File: src/conv_pkg.sv
package conv_pkg;

  // memory and datapath widths
  localparam int ADDR_W = 16;
  localparam int DATA_W = 8;
  localparam int ACC_W  = 16;
  localparam int CODE_W = 18;
  localparam int PAL_W  = 32;
  localparam int TAPS   = 9;

  // loop counter widths, side up to 31
  localparam int ROW_W = 5;
  localparam int CH_W  = 8;

  // parameter memory layout
  localparam logic [ADDR_W-1:0] PARAM_ROW_ADDR = 16'd0;
  localparam logic [ADDR_W-1:0] PARAM_CH_ADDR  = 16'd1;
  localparam logic [ADDR_W-1:0] PARAM_KER_ADDR = 16'd2;

  // requantizer
  localparam int REQ_SHIFT = 5;
  localparam int REQ_MAX   = 127;

  typedef enum logic [2:0] {
    idle,
    load_param,
    load_bias,
    load_weight,
    fetch,
    calc,
    read_out,
    write_out
  } phase_t;

  typedef logic signed [DATA_W-1:0] pixel_t;
  typedef logic signed [ACC_W-1:0]  acc_t;

  // tap i sits at row offset i/3 - 1, column offset i%3 - 1
  typedef pixel_t [TAPS-1:0] window_t;
  typedef pixel_t [TAPS-1:0] weights_t;

endpackage

File: src/conv3x3_top.sv
`timescale 1ns/1ps

module conv3x3_top (
  input  logic                        clk,
  input  logic                        rstn,
  input  logic                        start,
  input  logic [conv_pkg::PAL_W-1:0]  w8,
  output logic                        busy,
  output logic                        finish,
  output logic                        param_en,
  output logic [conv_pkg::ADDR_W-1:0] param_addr,
  input  logic [31:0]                 param_rdata,
  output logic                        bias_en,
  output logic [conv_pkg::ADDR_W-1:0] bias_addr,
  input  logic [31:0]                 bias_rdata,
  output logic                        weight_en,
  output logic [conv_pkg::ADDR_W-1:0] weight_addr,
  input  logic [conv_pkg::CODE_W-1:0] weight_rdata,
  output logic                        input_en,
  output logic [conv_pkg::ADDR_W-1:0] input_addr,
  input  logic [conv_pkg::DATA_W-1:0] input_rdata,
  output logic                        out_en,
  output logic                        out_we,
  output logic [conv_pkg::ADDR_W-1:0] out_addr,
  output logic [conv_pkg::ACC_W-1:0]  out_wdata,
  input  logic [conv_pkg::ACC_W-1:0]  out_rdata
);
  import conv_pkg::*;

  logic accept;
  logic code_load;
  logic fetch_go;
  logic fetch_done;
  logic calc;
  logic first_ch;
  logic last_ch;
  logic [ROW_W-1:0] row;
  logic [ROW_W-1:0] col;
  logic [ROW_W-1:0] side;
  logic [ADDR_W-1:0] chan_base;
  acc_t bias;
  window_t window;
  weights_t weights;

  conv_ctrl ctrl_i (
    .clk         (clk),
    .rstn        (rstn),
    .start       (start),
    .busy        (busy),
    .finish      (finish),
    .accept      (accept),
    .param_en    (param_en),
    .bias_en     (bias_en),
    .weight_en   (weight_en),
    .out_en      (out_en),
    .out_we      (out_we),
    .param_addr  (param_addr),
    .bias_addr   (bias_addr),
    .weight_addr (weight_addr),
    .out_addr    (out_addr),
    .param_rdata (param_rdata),
    .bias_rdata  (bias_rdata),
    .code_load   (code_load),
    .fetch_go    (fetch_go),
    .fetch_done  (fetch_done),
    .row         (row),
    .col         (col),
    .chan_base   (chan_base),
    .side        (side),
    .calc        (calc),
    .first_ch    (first_ch),
    .last_ch     (last_ch),
    .bias        (bias)
  );

  window_fetch fetch_i (
    .clk         (clk),
    .rstn        (rstn),
    .fetch_go    (fetch_go),
    .row         (row),
    .col         (col),
    .side        (side),
    .chan_base   (chan_base),
    .input_en    (input_en),
    .input_addr  (input_addr),
    .input_rdata (input_rdata),
    .fetch_done  (fetch_done),
    .window      (window)
  );

  weight_decode decode_i (
    .clk          (clk),
    .rstn         (rstn),
    .accept       (accept),
    .w8           (w8),
    .code_load    (code_load),
    .weight_rdata (weight_rdata),
    .weights      (weights)
  );

  mac_requant mac_i (
    .clk       (clk),
    .rstn      (rstn),
    .calc      (calc),
    .window    (window),
    .weights   (weights),
    .first_ch  (first_ch),
    .last_ch   (last_ch),
    .bias      (bias),
    .out_rdata (out_rdata),
    .out_wdata (out_wdata)
  );

endmodule

File: src/conv_ctrl.sv
`timescale 1ns/1ps

module conv_ctrl (
  input  logic                        clk,
  input  logic                        rstn,
  input  logic                        start,
  output logic                        busy,
  output logic                        finish,
  output logic                        accept,
  output logic                        param_en,
  output logic                        bias_en,
  output logic                        weight_en,
  output logic                        out_en,
  output logic                        out_we,
  output logic [conv_pkg::ADDR_W-1:0] param_addr,
  output logic [conv_pkg::ADDR_W-1:0] bias_addr,
  output logic [conv_pkg::ADDR_W-1:0] weight_addr,
  output logic [conv_pkg::ADDR_W-1:0] out_addr,
  input  logic [31:0]                 param_rdata,
  input  logic [31:0]                 bias_rdata,
  output logic                        code_load,
  output logic                        fetch_go,
  input  logic                        fetch_done,
  output logic [conv_pkg::ROW_W-1:0]  row,
  output logic [conv_pkg::ROW_W-1:0]  col,
  output logic [conv_pkg::ADDR_W-1:0] chan_base,
  output logic [conv_pkg::ROW_W-1:0]  side,
  output logic                        calc,
  output logic                        first_ch,
  output logic                        last_ch,
  output conv_pkg::acc_t              bias
);
  import conv_pkg::*;

  phase_t phase;
  phase_t phase_nxt;
  logic [3:0] cnt;
  logic [CH_W-1:0] num_ch;
  logic [CH_W-1:0] num_ker;
  logic [CH_W-1:0] ch;
  logic [CH_W-1:0] ker;
  logic [ADDR_W-1:0] plane;
  logic last_col;
  logic last_row;
  logic last_ker;
  logic last_pix;

  assign accept   = start && !busy;
  assign last_col = col == side - 1'b1;
  assign last_row = row == side - 1'b1;
  assign last_pix = last_col && last_row;
  assign first_ch = ch == '0;
  assign last_ch  = ch == num_ch - 1'b1;
  assign last_ker = ker == num_ker - 1'b1;
  assign plane    = ADDR_W'(side) * ADDR_W'(side);

  always_comb begin
    phase_nxt = phase;
    case (phase)
      idle:        if (accept) phase_nxt = load_param;
      load_param:  if (cnt == 4'd3) phase_nxt = load_bias;
      load_bias:   if (cnt == 4'd1) phase_nxt = load_weight;
      load_weight: if (cnt == 4'd1) phase_nxt = fetch;
      fetch:       if (fetch_done) phase_nxt = conv_pkg::calc;
      conv_pkg::calc: phase_nxt = read_out;
      read_out:    if (cnt == 4'd1) phase_nxt = write_out;
      write_out: begin
        // innermost loop first: pixel, channel, kernel
        if (!last_pix) phase_nxt = fetch;
        else if (!last_ch) phase_nxt = load_weight;
        else if (!last_ker) phase_nxt = load_bias;
        else phase_nxt = idle;
      end
      default: phase_nxt = idle;
    endcase
  end

  always_ff @(posedge clk or negedge rstn) begin
    if (!rstn) begin
      phase <= idle;
      cnt   <= '0;
    end else begin
      phase <= phase_nxt;
      cnt   <= (phase_nxt != phase) ? '0 : cnt + 1'b1;
    end
  end

  // busy stays up for the finish cycle so a start there is ignored
  always_ff @(posedge clk or negedge rstn) begin
    if (!rstn) begin
      busy   <= 1'b0;
      finish <= 1'b0;
    end else begin
      finish <= (phase == write_out) && (phase_nxt == idle);
      if (accept) busy <= 1'b1;
      else if (finish) busy <= 1'b0;
    end
  end

  // job size arrives one cycle after each param read
  always_ff @(posedge clk or negedge rstn) begin
    if (!rstn) begin
      side    <= '0;
      num_ch  <= '0;
      num_ker <= '0;
    end else if (phase == load_param) begin
      case (cnt)
        4'd1: side <= param_rdata[ROW_W-1:0];
        4'd2: num_ch <= param_rdata[CH_W-1:0];
        4'd3: num_ker <= param_rdata[CH_W-1:0];
        default: ;
      endcase
    end
  end

  always_ff @(posedge clk) begin
    if (phase == load_bias && cnt == 4'd1) bias <= acc_t'(bias_rdata[ACC_W-1:0]);
  end

  always_ff @(posedge clk or negedge rstn) begin
    if (!rstn) begin
      col <= '0;
      row <= '0;
      ch  <= '0;
      ker <= '0;
    end else if (accept) begin
      col <= '0;
      row <= '0;
      ch  <= '0;
      ker <= '0;
    end else if (phase == write_out) begin
      col <= last_col ? '0 : col + 1'b1;
      if (last_col) row <= last_row ? '0 : row + 1'b1;
      if (last_pix) ch <= last_ch ? '0 : ch + 1'b1;
      if (last_pix && last_ch) ker <= last_ker ? '0 : ker + 1'b1;
    end
  end

  // three param reads, data latched one cycle behind
  assign param_en = (phase == load_param) && (cnt < 4'd3);

  always_comb begin
    case (cnt[1:0])
      2'd0:    param_addr = PARAM_ROW_ADDR;
      2'd1:    param_addr = PARAM_CH_ADDR;
      default: param_addr = PARAM_KER_ADDR;
    endcase
  end

  assign bias_en     = (phase == load_bias) && (cnt == 4'd0);
  assign bias_addr   = ADDR_W'(ker);
  assign weight_en   = (phase == load_weight) && (cnt == 4'd0);
  assign weight_addr = ADDR_W'(ker) * ADDR_W'(num_ch) + ADDR_W'(ch);
  assign code_load   = (phase == load_weight) && (cnt == 4'd1);

  assign fetch_go  = (phase == fetch) && (cnt == 4'd0);
  assign chan_base = ADDR_W'(ch) * plane;
  assign calc      = phase == conv_pkg::calc;

  // old output only needed once the first channel is in
  assign out_en   = ((phase == read_out) && !first_ch) || (phase == write_out);
  assign out_we   = phase == write_out;
  assign out_addr = ADDR_W'(ker) * plane + ADDR_W'(row) * ADDR_W'(side) + ADDR_W'(col);

endmodule

File: src/mac_requant.sv
`timescale 1ns/1ps

module mac_requant (
  input  logic               clk,
  input  logic               rstn,
  input  logic               calc,
  input  conv_pkg::window_t  window,
  input  conv_pkg::weights_t weights,
  input  logic               first_ch,
  input  logic               last_ch,
  input  conv_pkg::acc_t     bias,
  input  conv_pkg::acc_t     out_rdata,
  output conv_pkg::acc_t     out_wdata
);
  import conv_pkg::*;

  acc_t prod [TAPS];
  acc_t tree_sum;
  acc_t conv_sum;
  acc_t combined;

  always_comb begin
    for (int i = 0; i < TAPS; i++) begin
      prod[i] = acc_t'($signed(window[i]) * $signed(weights[i]));
    end
  end

  // 16-bit wrapping adds throughout
  assign tree_sum = ((prod[0] + prod[1]) + (prod[2] + prod[3])) +
                    ((prod[4] + prod[5]) + (prod[6] + prod[7])) + prod[8];

  always_ff @(posedge clk or negedge rstn) begin
    if (!rstn) conv_sum <= '0;
    else if (calc) conv_sum <= tree_sum;
  end

  // bias seeds the first channel, later ones add onto memory
  assign combined = (first_ch ? bias : out_rdata) + conv_sum;

  always_comb begin
    if (!last_ch) out_wdata = combined;
    else if (combined[ACC_W-1]) out_wdata = '0;
    else if (|combined[ACC_W-1:REQ_SHIFT+DATA_W-1]) out_wdata = acc_t'(REQ_MAX);
    else out_wdata = combined >>> REQ_SHIFT;
  end

endmodule

File: src/weight_decode.sv
`timescale 1ns/1ps

module weight_decode (
  input  logic                        clk,
  input  logic                        rstn,
  input  logic                        accept,
  input  logic [conv_pkg::PAL_W-1:0]  w8,
  input  logic                        code_load,
  input  logic [conv_pkg::CODE_W-1:0] weight_rdata,
  output conv_pkg::weights_t          weights
);
  import conv_pkg::*;

  logic [PAL_W-1:0] palette;

  // field value n picks palette byte n
  function automatic pixel_t pick(input logic [PAL_W-1:0] pal, input logic [1:0] sel);
    pick = pixel_t'(pal[DATA_W*sel +: DATA_W]);
  endfunction

  always_ff @(posedge clk or negedge rstn) begin
    if (!rstn) palette <= '0;
    else if (accept) palette <= w8;
  end

  always_ff @(posedge clk or negedge rstn) begin
    if (!rstn) begin
      weights <= '0;
    end else if (code_load) begin
      for (int i = 0; i < TAPS; i++) begin
        weights[i] <= pick(palette, weight_rdata[2*i +: 2]);
      end
    end
  end

endmodule

File: src/window_fetch.sv
`timescale 1ns/1ps

module window_fetch (
  input  logic                        clk,
  input  logic                        rstn,
  input  logic                        fetch_go,
  input  logic [conv_pkg::ROW_W-1:0]  row,
  input  logic [conv_pkg::ROW_W-1:0]  col,
  input  logic [conv_pkg::ROW_W-1:0]  side,
  input  logic [conv_pkg::ADDR_W-1:0] chan_base,
  output logic                        input_en,
  output logic [conv_pkg::ADDR_W-1:0] input_addr,
  input  conv_pkg::pixel_t            input_rdata,
  output logic                        fetch_done,
  output conv_pkg::window_t           window
);
  import conv_pkg::*;

  logic active;
  logic [1:0] tap_r;
  logic [1:0] tap_c;
  logic [1:0] cur_r;
  logic [1:0] cur_c;
  logic [3:0] cur_tap;
  logic issue;
  logic pad;
  logic [ROW_W:0] nrow;
  logic [ROW_W:0] ncol;
  logic pend_valid;
  logic pend_pad;
  logic [3:0] pend_tap;

  // tap 0 goes out in the fetch_go cycle itself
  assign issue   = fetch_go || active;
  assign cur_r   = fetch_go ? 2'd0 : tap_r;
  assign cur_c   = fetch_go ? 2'd0 : tap_c;
  assign cur_tap = {2'b00, cur_r} * 4'd3 + {2'b00, cur_c};

  // neighbour outside the image
  assign pad = (cur_r == 2'd0 && row == '0) ||
               (cur_r == 2'd2 && row == side - 1'b1) ||
               (cur_c == 2'd0 && col == '0) ||
               (cur_c == 2'd2 && col == side - 1'b1);

  // wraps below zero only for padded taps, which never read
  assign nrow = {1'b0, row} + cur_r - 1'b1;
  assign ncol = {1'b0, col} + cur_c - 1'b1;

  assign input_en   = issue && !pad;
  assign input_addr = chan_base + ADDR_W'(nrow) * ADDR_W'(side) + ADDR_W'(ncol);

  always_ff @(posedge clk or negedge rstn) begin
    if (!rstn) begin
      active     <= 1'b0;
      tap_r      <= '0;
      tap_c      <= '0;
      pend_valid <= 1'b0;
      pend_pad   <= 1'b0;
      pend_tap   <= '0;
    end else begin
      pend_valid <= issue;
      pend_pad   <= pad;
      pend_tap   <= cur_tap;
      if (issue) begin
        active <= cur_tap != TAPS - 1;
        tap_c  <= (cur_c == 2'd2) ? 2'd0 : cur_c + 1'b1;
        tap_r  <= (cur_c == 2'd2) ? cur_r + 1'b1 : cur_r;
      end
    end
  end

  // read data lands one cycle after the address
  always_ff @(posedge clk) begin
    if (pend_valid) window[pend_tap] <= pend_pad ? '0 : input_rdata;
  end

  assign fetch_done = pend_valid && (pend_tap == TAPS - 1);

endmodule
File: config.mk
export PLATFORM = sky130hd
export DESIGN_NAME = conv3x3_top
export DESIGN_NICKNAME = d
export VERILOG_FILES = /design/src/conv_pkg.sv /design/src/conv3x3_top.sv /design/src/conv_ctrl.sv /design/src/mac_requant.sv /design/src/weight_decode.sv /design/src/window_fetch.sv
export SDC_FILE = /design/constraint.sdc
export NUM_CORES = 2
export LEC_CHECK = 0
export ABC_AREA = 1
export BUFFER_PORTS_ARGS = -buffer_cell sky130_fd_sc_hd__buf_2
export CORE_MARGIN = 3
export CORE_UTILIZATION = 29
export CTS_CLUSTER_SIZE = 20
export DETAILED_ROUTE_END_ITERATION = 16
export SETUP_SLACK_MARGIN = 0.02
export SKIP_LAST_GASP = 1
export SLEW_MARGIN = 20
export SYNTH_ARGS = -nofsm -noshare
export SYNTH_HDL_FRONTEND = slang
export SYNTH_HIERARCHICAL = 1
export SYNTH_SLANG_ARGS = --single-unit
File: constraint.sdc
create_clock -name clk -period 18.7 [get_ports clk]
set_input_delay 3.74 -clock clk [delete_from_list [all_inputs] [get_ports clk]]
set_output_delay 3.74 -clock clk [all_outputs]
set_load 0.005 [all_outputs]
Yosys cells after proc, flatten, opt, wreduce, memory -nomap -nowiden
Cells that the tools add are included.
{ "op_classes": {"addsub": 29, "mul": 16, "magnitude_cmp": 3, "eq_ne": 20, "shift": 9, "mux": 41, "n_reduce_logical": 47} }
{ "op_table": {"columns": ["cell", "n"], "rows": [
  ["$shiftx 32x6->8", 9],
  ["$mul 8x8->16", 10],
  ["$add 16x16->16", 9],
  ["$mux 8", 10],
  ["$bwmux 72", 1],
  ["$mux 16", 3],
  ["$mux 5", 7],
  ["$demux 8 s4", 1],
  ["$mul 8x10->16", 2],
  ["$mux 3", 8],
  ["$pmux 3 s8", 1],
  ["$mul 5x5->10", 2],
  ["$logic_and 1x1->1", 18],
  ["$add 16x10->16", 1],
  ["$add 16x11->16", 1],
  ["$add 16x5->16", 1],
  ["$add 16x6->16", 1],
  ["$add 16x8->16", 1],
  ["$add 8x1->8 const B", 2],
  ["$eq 8x8->1", 2],
  ["$sub 8x1->8 const B", 2],
  ["$add 5x2->6", 2],
  ["$eq 3x3->1 const B", 4],
  ["$reduce_and 2->1", 6],
  ["other kinds (35)", 61]
]} }
{ "totals": {"ff_bits": 275, "in_bits": 141, "output_inout_bits": 104, "elab_cells": 203} }

Depth between registers and ports, before layout
{ "depth": {"word_depth": 10, "depth_mapped": 40} }

By module
Netlist, hierarchy kept.
{ "modules_own_cells": {"columns": ["module", "n_inst", "cells_each", "area_each_um2", "seq_area_each_um2"], "rows": [
  ["mac_requant", 1, 3183, 26047.5, 400.4],
  ["conv_ctrl", 1, 1659, 12712.2, 1881.8],
  ["weight_decode", 1, 997, 6424.9, 2602.5],
  ["window_fetch", 1, 470, 5018.6, 2437.3]
]} }

Worst setup path after synthesis
OpenSTA, ideal clock, no wires.
{ "synth_path": {"path_kind": "register to output", "startpoint": "register ctrl_i/side[0] (netlist name)", "endpoint": "output input_addr[14] (netlist name)", "t_arrival_ps": 8486, "required_ps": 14960, "slack_ps": 6474, "stages_incl_launch_ff": 37, "n_path_buf": 2, "path_cell_list": "dfrtp_1 > buf_4 > clkbuf_1 > nand2_1 > fa_1 > inv_1 > fa_1 > ha_1 > a31o_2 > ha_1 > nand2_1 > nand2_1 > a31oi_1 > or2_2 > nand2_1 > inv_1 > nand2_1 > fa_1 > fa_1 > inv_1 > fa_1 > fa_1 > ha_1 > a21oi_1 > xnor2_1 > inv_1 > fa_1 > inv_1 > ha_1 > ha_1 > ha_1 > a21o_1 > o21bai_1 > a21oi_1 > nand2_1 > nand2_1 > nand2_1"} }
{ "synth_via": {"elab_chain_len": 4, "elab_cells_between_ends": 5, "cone_classes": "add/sub: 2; mul: 3"} }
{ "synth_lines": {"columns": ["item", "line", "text"], "rows": [
  ["start: declaration", "conv_ctrl.sv:27", "output logic [conv_pkg::ROW_W-1:0] side,"],
  ["start signal: assignment", "conv_ctrl.sv:108", "4'd1: side <= param_rdata[ROW_W-1:0];"],
  ["$mul 5x5->10", "conv_ctrl.sv:55", "assign plane = ADDR_W'(side) * ADDR_W'(side);"],
  ["$mul 8x10->16", "conv_ctrl.sv:157", "assign chan_base = ADDR_W'(ch) * plane;"],
  ["net chan_base[9]", "conv3x3_top.sv:40", "logic [ADDR_W-1:0] chan_base;"],
  ["$add 16x11->16", "window_fetch.sv:50", "assign input_addr = chan_base + ADDR_W'(nrow) * ADDR_W'(side) + ADDR_W'(ncol);"],
  ["$add 16x6->16", "window_fetch.sv:50", null],
  ["end: declaration", "conv3x3_top.sv:20", "output logic [conv_pkg::ADDR_W-1:0] input_addr,"]
]} }
The timed path passes the listed nets, and every way through them passes these cells.

Worst setup path in the final report
{ "layout_path": {"startpoint": "register ctrl_i/side[4] (netlist name)", "endpoint": "output input_addr[14] (netlist name)"} }
The elaborated chain is that of the path after synthesis.

==> flow_metrics.tcl <==
set metrics [dict create \
    async_reset_ff_share_pct 68.00 \
    wirelength_um 139500 \
    fin_crit_ns 13.69 \
    final-hold-violation-count 0 \
    htree_num_levels 2 \
    dp_cells 8570 \
    endpoint_kind "output pin" \
    crit_buf_inv 6 \
    synthCells 6309 \
    core-area_um2 171900 \
    grt_util_all_layers_pct 15.78 \
    clkLatencyLatePin_ns 0.58 \
    fin_nets 7723 \
    fin_setup_tns_ns 0 \
    grt_pass1_wl_um 225100 \
    gp_congestion 0.8961 \
    p_leak_nw 29.72 \
    yosysWarnings 6 \
    slew-limit-headroom_pct 28.54 \
    drtIter0Drc 2611 \
    maxCapViolCount 0 \
    synth_seq_cells 275 \
    fmax_ghz 0.07306 \
    ys_types 59 \
    cp_slowest_cell "dfrtp_1" \
    cts_hold_buf 0 \
    io_buffers 182 \
    hp-class "flop to flop" \
    placed_area_um2 52930 \
    setup_violations 0 \
    pin_count 245 \
    crit_path_max_incr_delay_ns 0.85 \
    dieWidth_um 422.1 \
    critPathKind "flop to output pin" \
    cts_tree "done" \
    syn_area_per_cell_um2 7.957 \
    cts_made_buffers 34 \
    synth_edf_count 88 \
    postCtsSetupRepairBufs 0 \
    max-vdd-ir-drop_v 0.00005190 \
    fin_cells 8640 \
    fin_worst_skew_ns 0.03087 \
    antenna_found_initial 5 \
    cpMostUsedCell "nand2_1" \
    cts_root_buffer "clkbuf_16" \
    crit_path_max_fanout 18 \
    period_share_pct 73.20 \
    status "finished, final reports clean" \
    clockBufferDepth 3 \
    yosysSeqAreaShare_pct 14.58 \
    post_drt_wl_per_cell_um 16.15 \
    num_vias 38900 \
    m1WireLength_um 60980 \
    syn-cell-area_um2 50200 \
    clk_pin_slew_ns 0.06 \
    postLayoutCellArea_um2 54120 \
    cp.required_ns 14.96 \
    cts.sinks 275 \
    drt_pre_antenna_iters 6 \
    power_density_nw_per_um2 25.74 \
    grt_pass1_vias 40850 \
    avgViaCountPerCell 4.502 \
    start_kind "flop" \
    grt_setup_unrepaired "no" \
    final_max_slew_viol_count 0 \
    most-common-layout-cells "nand2_1, inv_1, fa_1" \
    met3WireLength_um 6857 \
    final_common_cell "nand2_1" \
    cp.arrival_ns 9.95 \
    route.met2.wl_um 68200 \
    top_layer "met5" \
    drc 0 \
    cts-resized-gates 0 \
    worst_pin_slew_ns 1.068 \
    areaGrowthSynthToFinish_pct 7.801 \
    dp_hpwl_um 118000 \
    rows 152 \
    synthFlopType "dfrtp_1" \
    ant_nets 0 \
    grt_max_degree 117 \
    die_y_um 422.1 \
    initial_utilization_pct 29.20 \
    path_delay_family "adder cells" \
    die_area_um2 178100 \
    grt_overflow 0 \
    drive_above_1_share_pct 6.771 \
]
## metal layers
layer | GRT usage, % | up-vias
met5 | 0 | -
met4 | 3.861 | 2
met3 | 1.495 | 191
met2 | 27.48 | 1009
met1 | 21.05 | 19490
li1 | - | 18210
## per-stage QoR
stage | power, W | utilization (%) | hold slack (ns) | worst slack (ns)
after floorplan | 0.0006732 | - | 0.4470 | 6.474
after global placement | 0.0006963 | 30.79 | 0.4451 | 5.539
after detailed placement | 0.0006973 | 30.79 | 0.4541 | 5.592
after CTS | 0.001410 | 31.46 | 0.4626 | 4.969
after global routing | 0.001439 | 31.47 | 0.5091 | 4.387
final | 0.001393 | 31.48 | 0.4552 | 5.012
## final timing paths
| path | end | slack (ns) | depth (start not counted) | startpoint |
|---|---|---|---|---|
| setup / recovery | input_addr[14] | 5.01 | 35 | ctrl_i/side[4]$_DFFE_PN0P_ |
| hold reg to reg | ctrl_i/busy$_DFFE_PN0P_ | 0.46 | 1 | ctrl_i/finish$_DFF_PN0_ |
| setup reg to reg | mac_i/conv_sum[15]$_DFFE_PN0P_ | 10.57 | 22 | decode_i/weights[15]$_DFFE_PN0P_ |
| max in group asynchronous | mac_i/conv_sum[13]$_DFFE_PN0P_ | 13.90 | 2 | rstn |
| hold / removal | ctrl_i/busy$_DFFE_PN0P_ | 0.46 | 1 | ctrl_i/finish$_DFF_PN0_ |
| min in group asynchronous | decode_i/palette[19]$_DFFE_PN0P_ | 3.29 | 1 | rstn |
## power breakdown
part           internal, W  total (W)  switching [W]
combinational    0.0000211  0.0000667      0.0000456
clock             0.000411   0.000708       0.000296
sequential        0.000619   0.000619              0
## synthesized netlist by cell type (all sizes together) (87+ instances only)
| cell type | n | area share (%) |
|---|---|---|
| nand2 | 1738 | 13 |
| inv | 1663 | 12 |
| fa | 871 | 35 |
| ha | 415 | 10 |
| nand3 | 271 | 2.7 |
| nor2 | 257 | 2.0 |
| dfrtp | 187 | 9.3 |
| clkbuf | 169 | 1.3 |
| o21ai | 126 | 1.3 |
| buf | 104 | 1.4 |
| a21oi | 96 | 0.99 |
| edfxtp | 88 | 5.3 |
| xor2 | 87 | 1.5 |
## logic make-up (layout without fill, tap and decap cells)
logic type               Yosys count  count (layout)  share of synthesized area, %
AND/OR/NAND/NOR                 2363            2363                         18.98
other                              1              31                      0.007470
flip-flops                       275             275                         14.58
multiplexers                      15              15                        0.3340
AO/OA/AOI/OAI                    269             269                         3.038
adder cells (fa/ha/maj)         1286            1286                         45.08
XOR/XNOR                         147             147                         2.609
buffers and inverters           1953            1944                         15.37
## flip-flops by register name, summed over array words and instances, names as in the netlist, 2 cells and up
register	count
ctrl_i/num_ch	8
ctrl_i/bias	16
mac_i/conv_sum	16
fetch_i/tap_r	2
fetch_i/pend_tap	4
ctrl_i/num_ker	8
ctrl_i/ch	8
fetch_i/window	72
ctrl_i/cnt	4
ctrl_i/side	5
ctrl_i/row	5
ctrl_i/ker	8
decode_i/palette	32
ctrl_i/col	5
decode_i/weights	72
fetch_i/tap_c	2
ctrl_i/phase	3
## worst reg2reg max path, stage by stage, from the launching register on
cell and delay (ns):
dfrtp_1 0.53, inv_1 0.21, or2_2 0.34, fa_1 0.51, fa_1 0.62, inv_1 0.07, fa_1 0.49, fa_1 0.56
inv_1 0.05, fa_1 0.49, fa_1 0.62, fa_1 0.47, fa_1 0.52, fa_1 0.45, fa_1 0.55, inv_1 0.07
ha_1 0.40, a21oi_1 0.40, o211ai_1 0.15, a31oi_1 0.22, nand3_1 0.10, nand3_1 0.12, nand2_1 0.06
## layout make-up
class	count	area, um^2
clock inverters	12	180.2
multi-input cells	4102	35290
repair buffers	203	1077
fillers	18310	117800
diodes	9	22.52
well taps	2310	2890
flip-flops and latches	275	7322
clock buffers	49	978.4
inverters	1680	6356
Note: power is estimated with default switching activity, not from simulation.
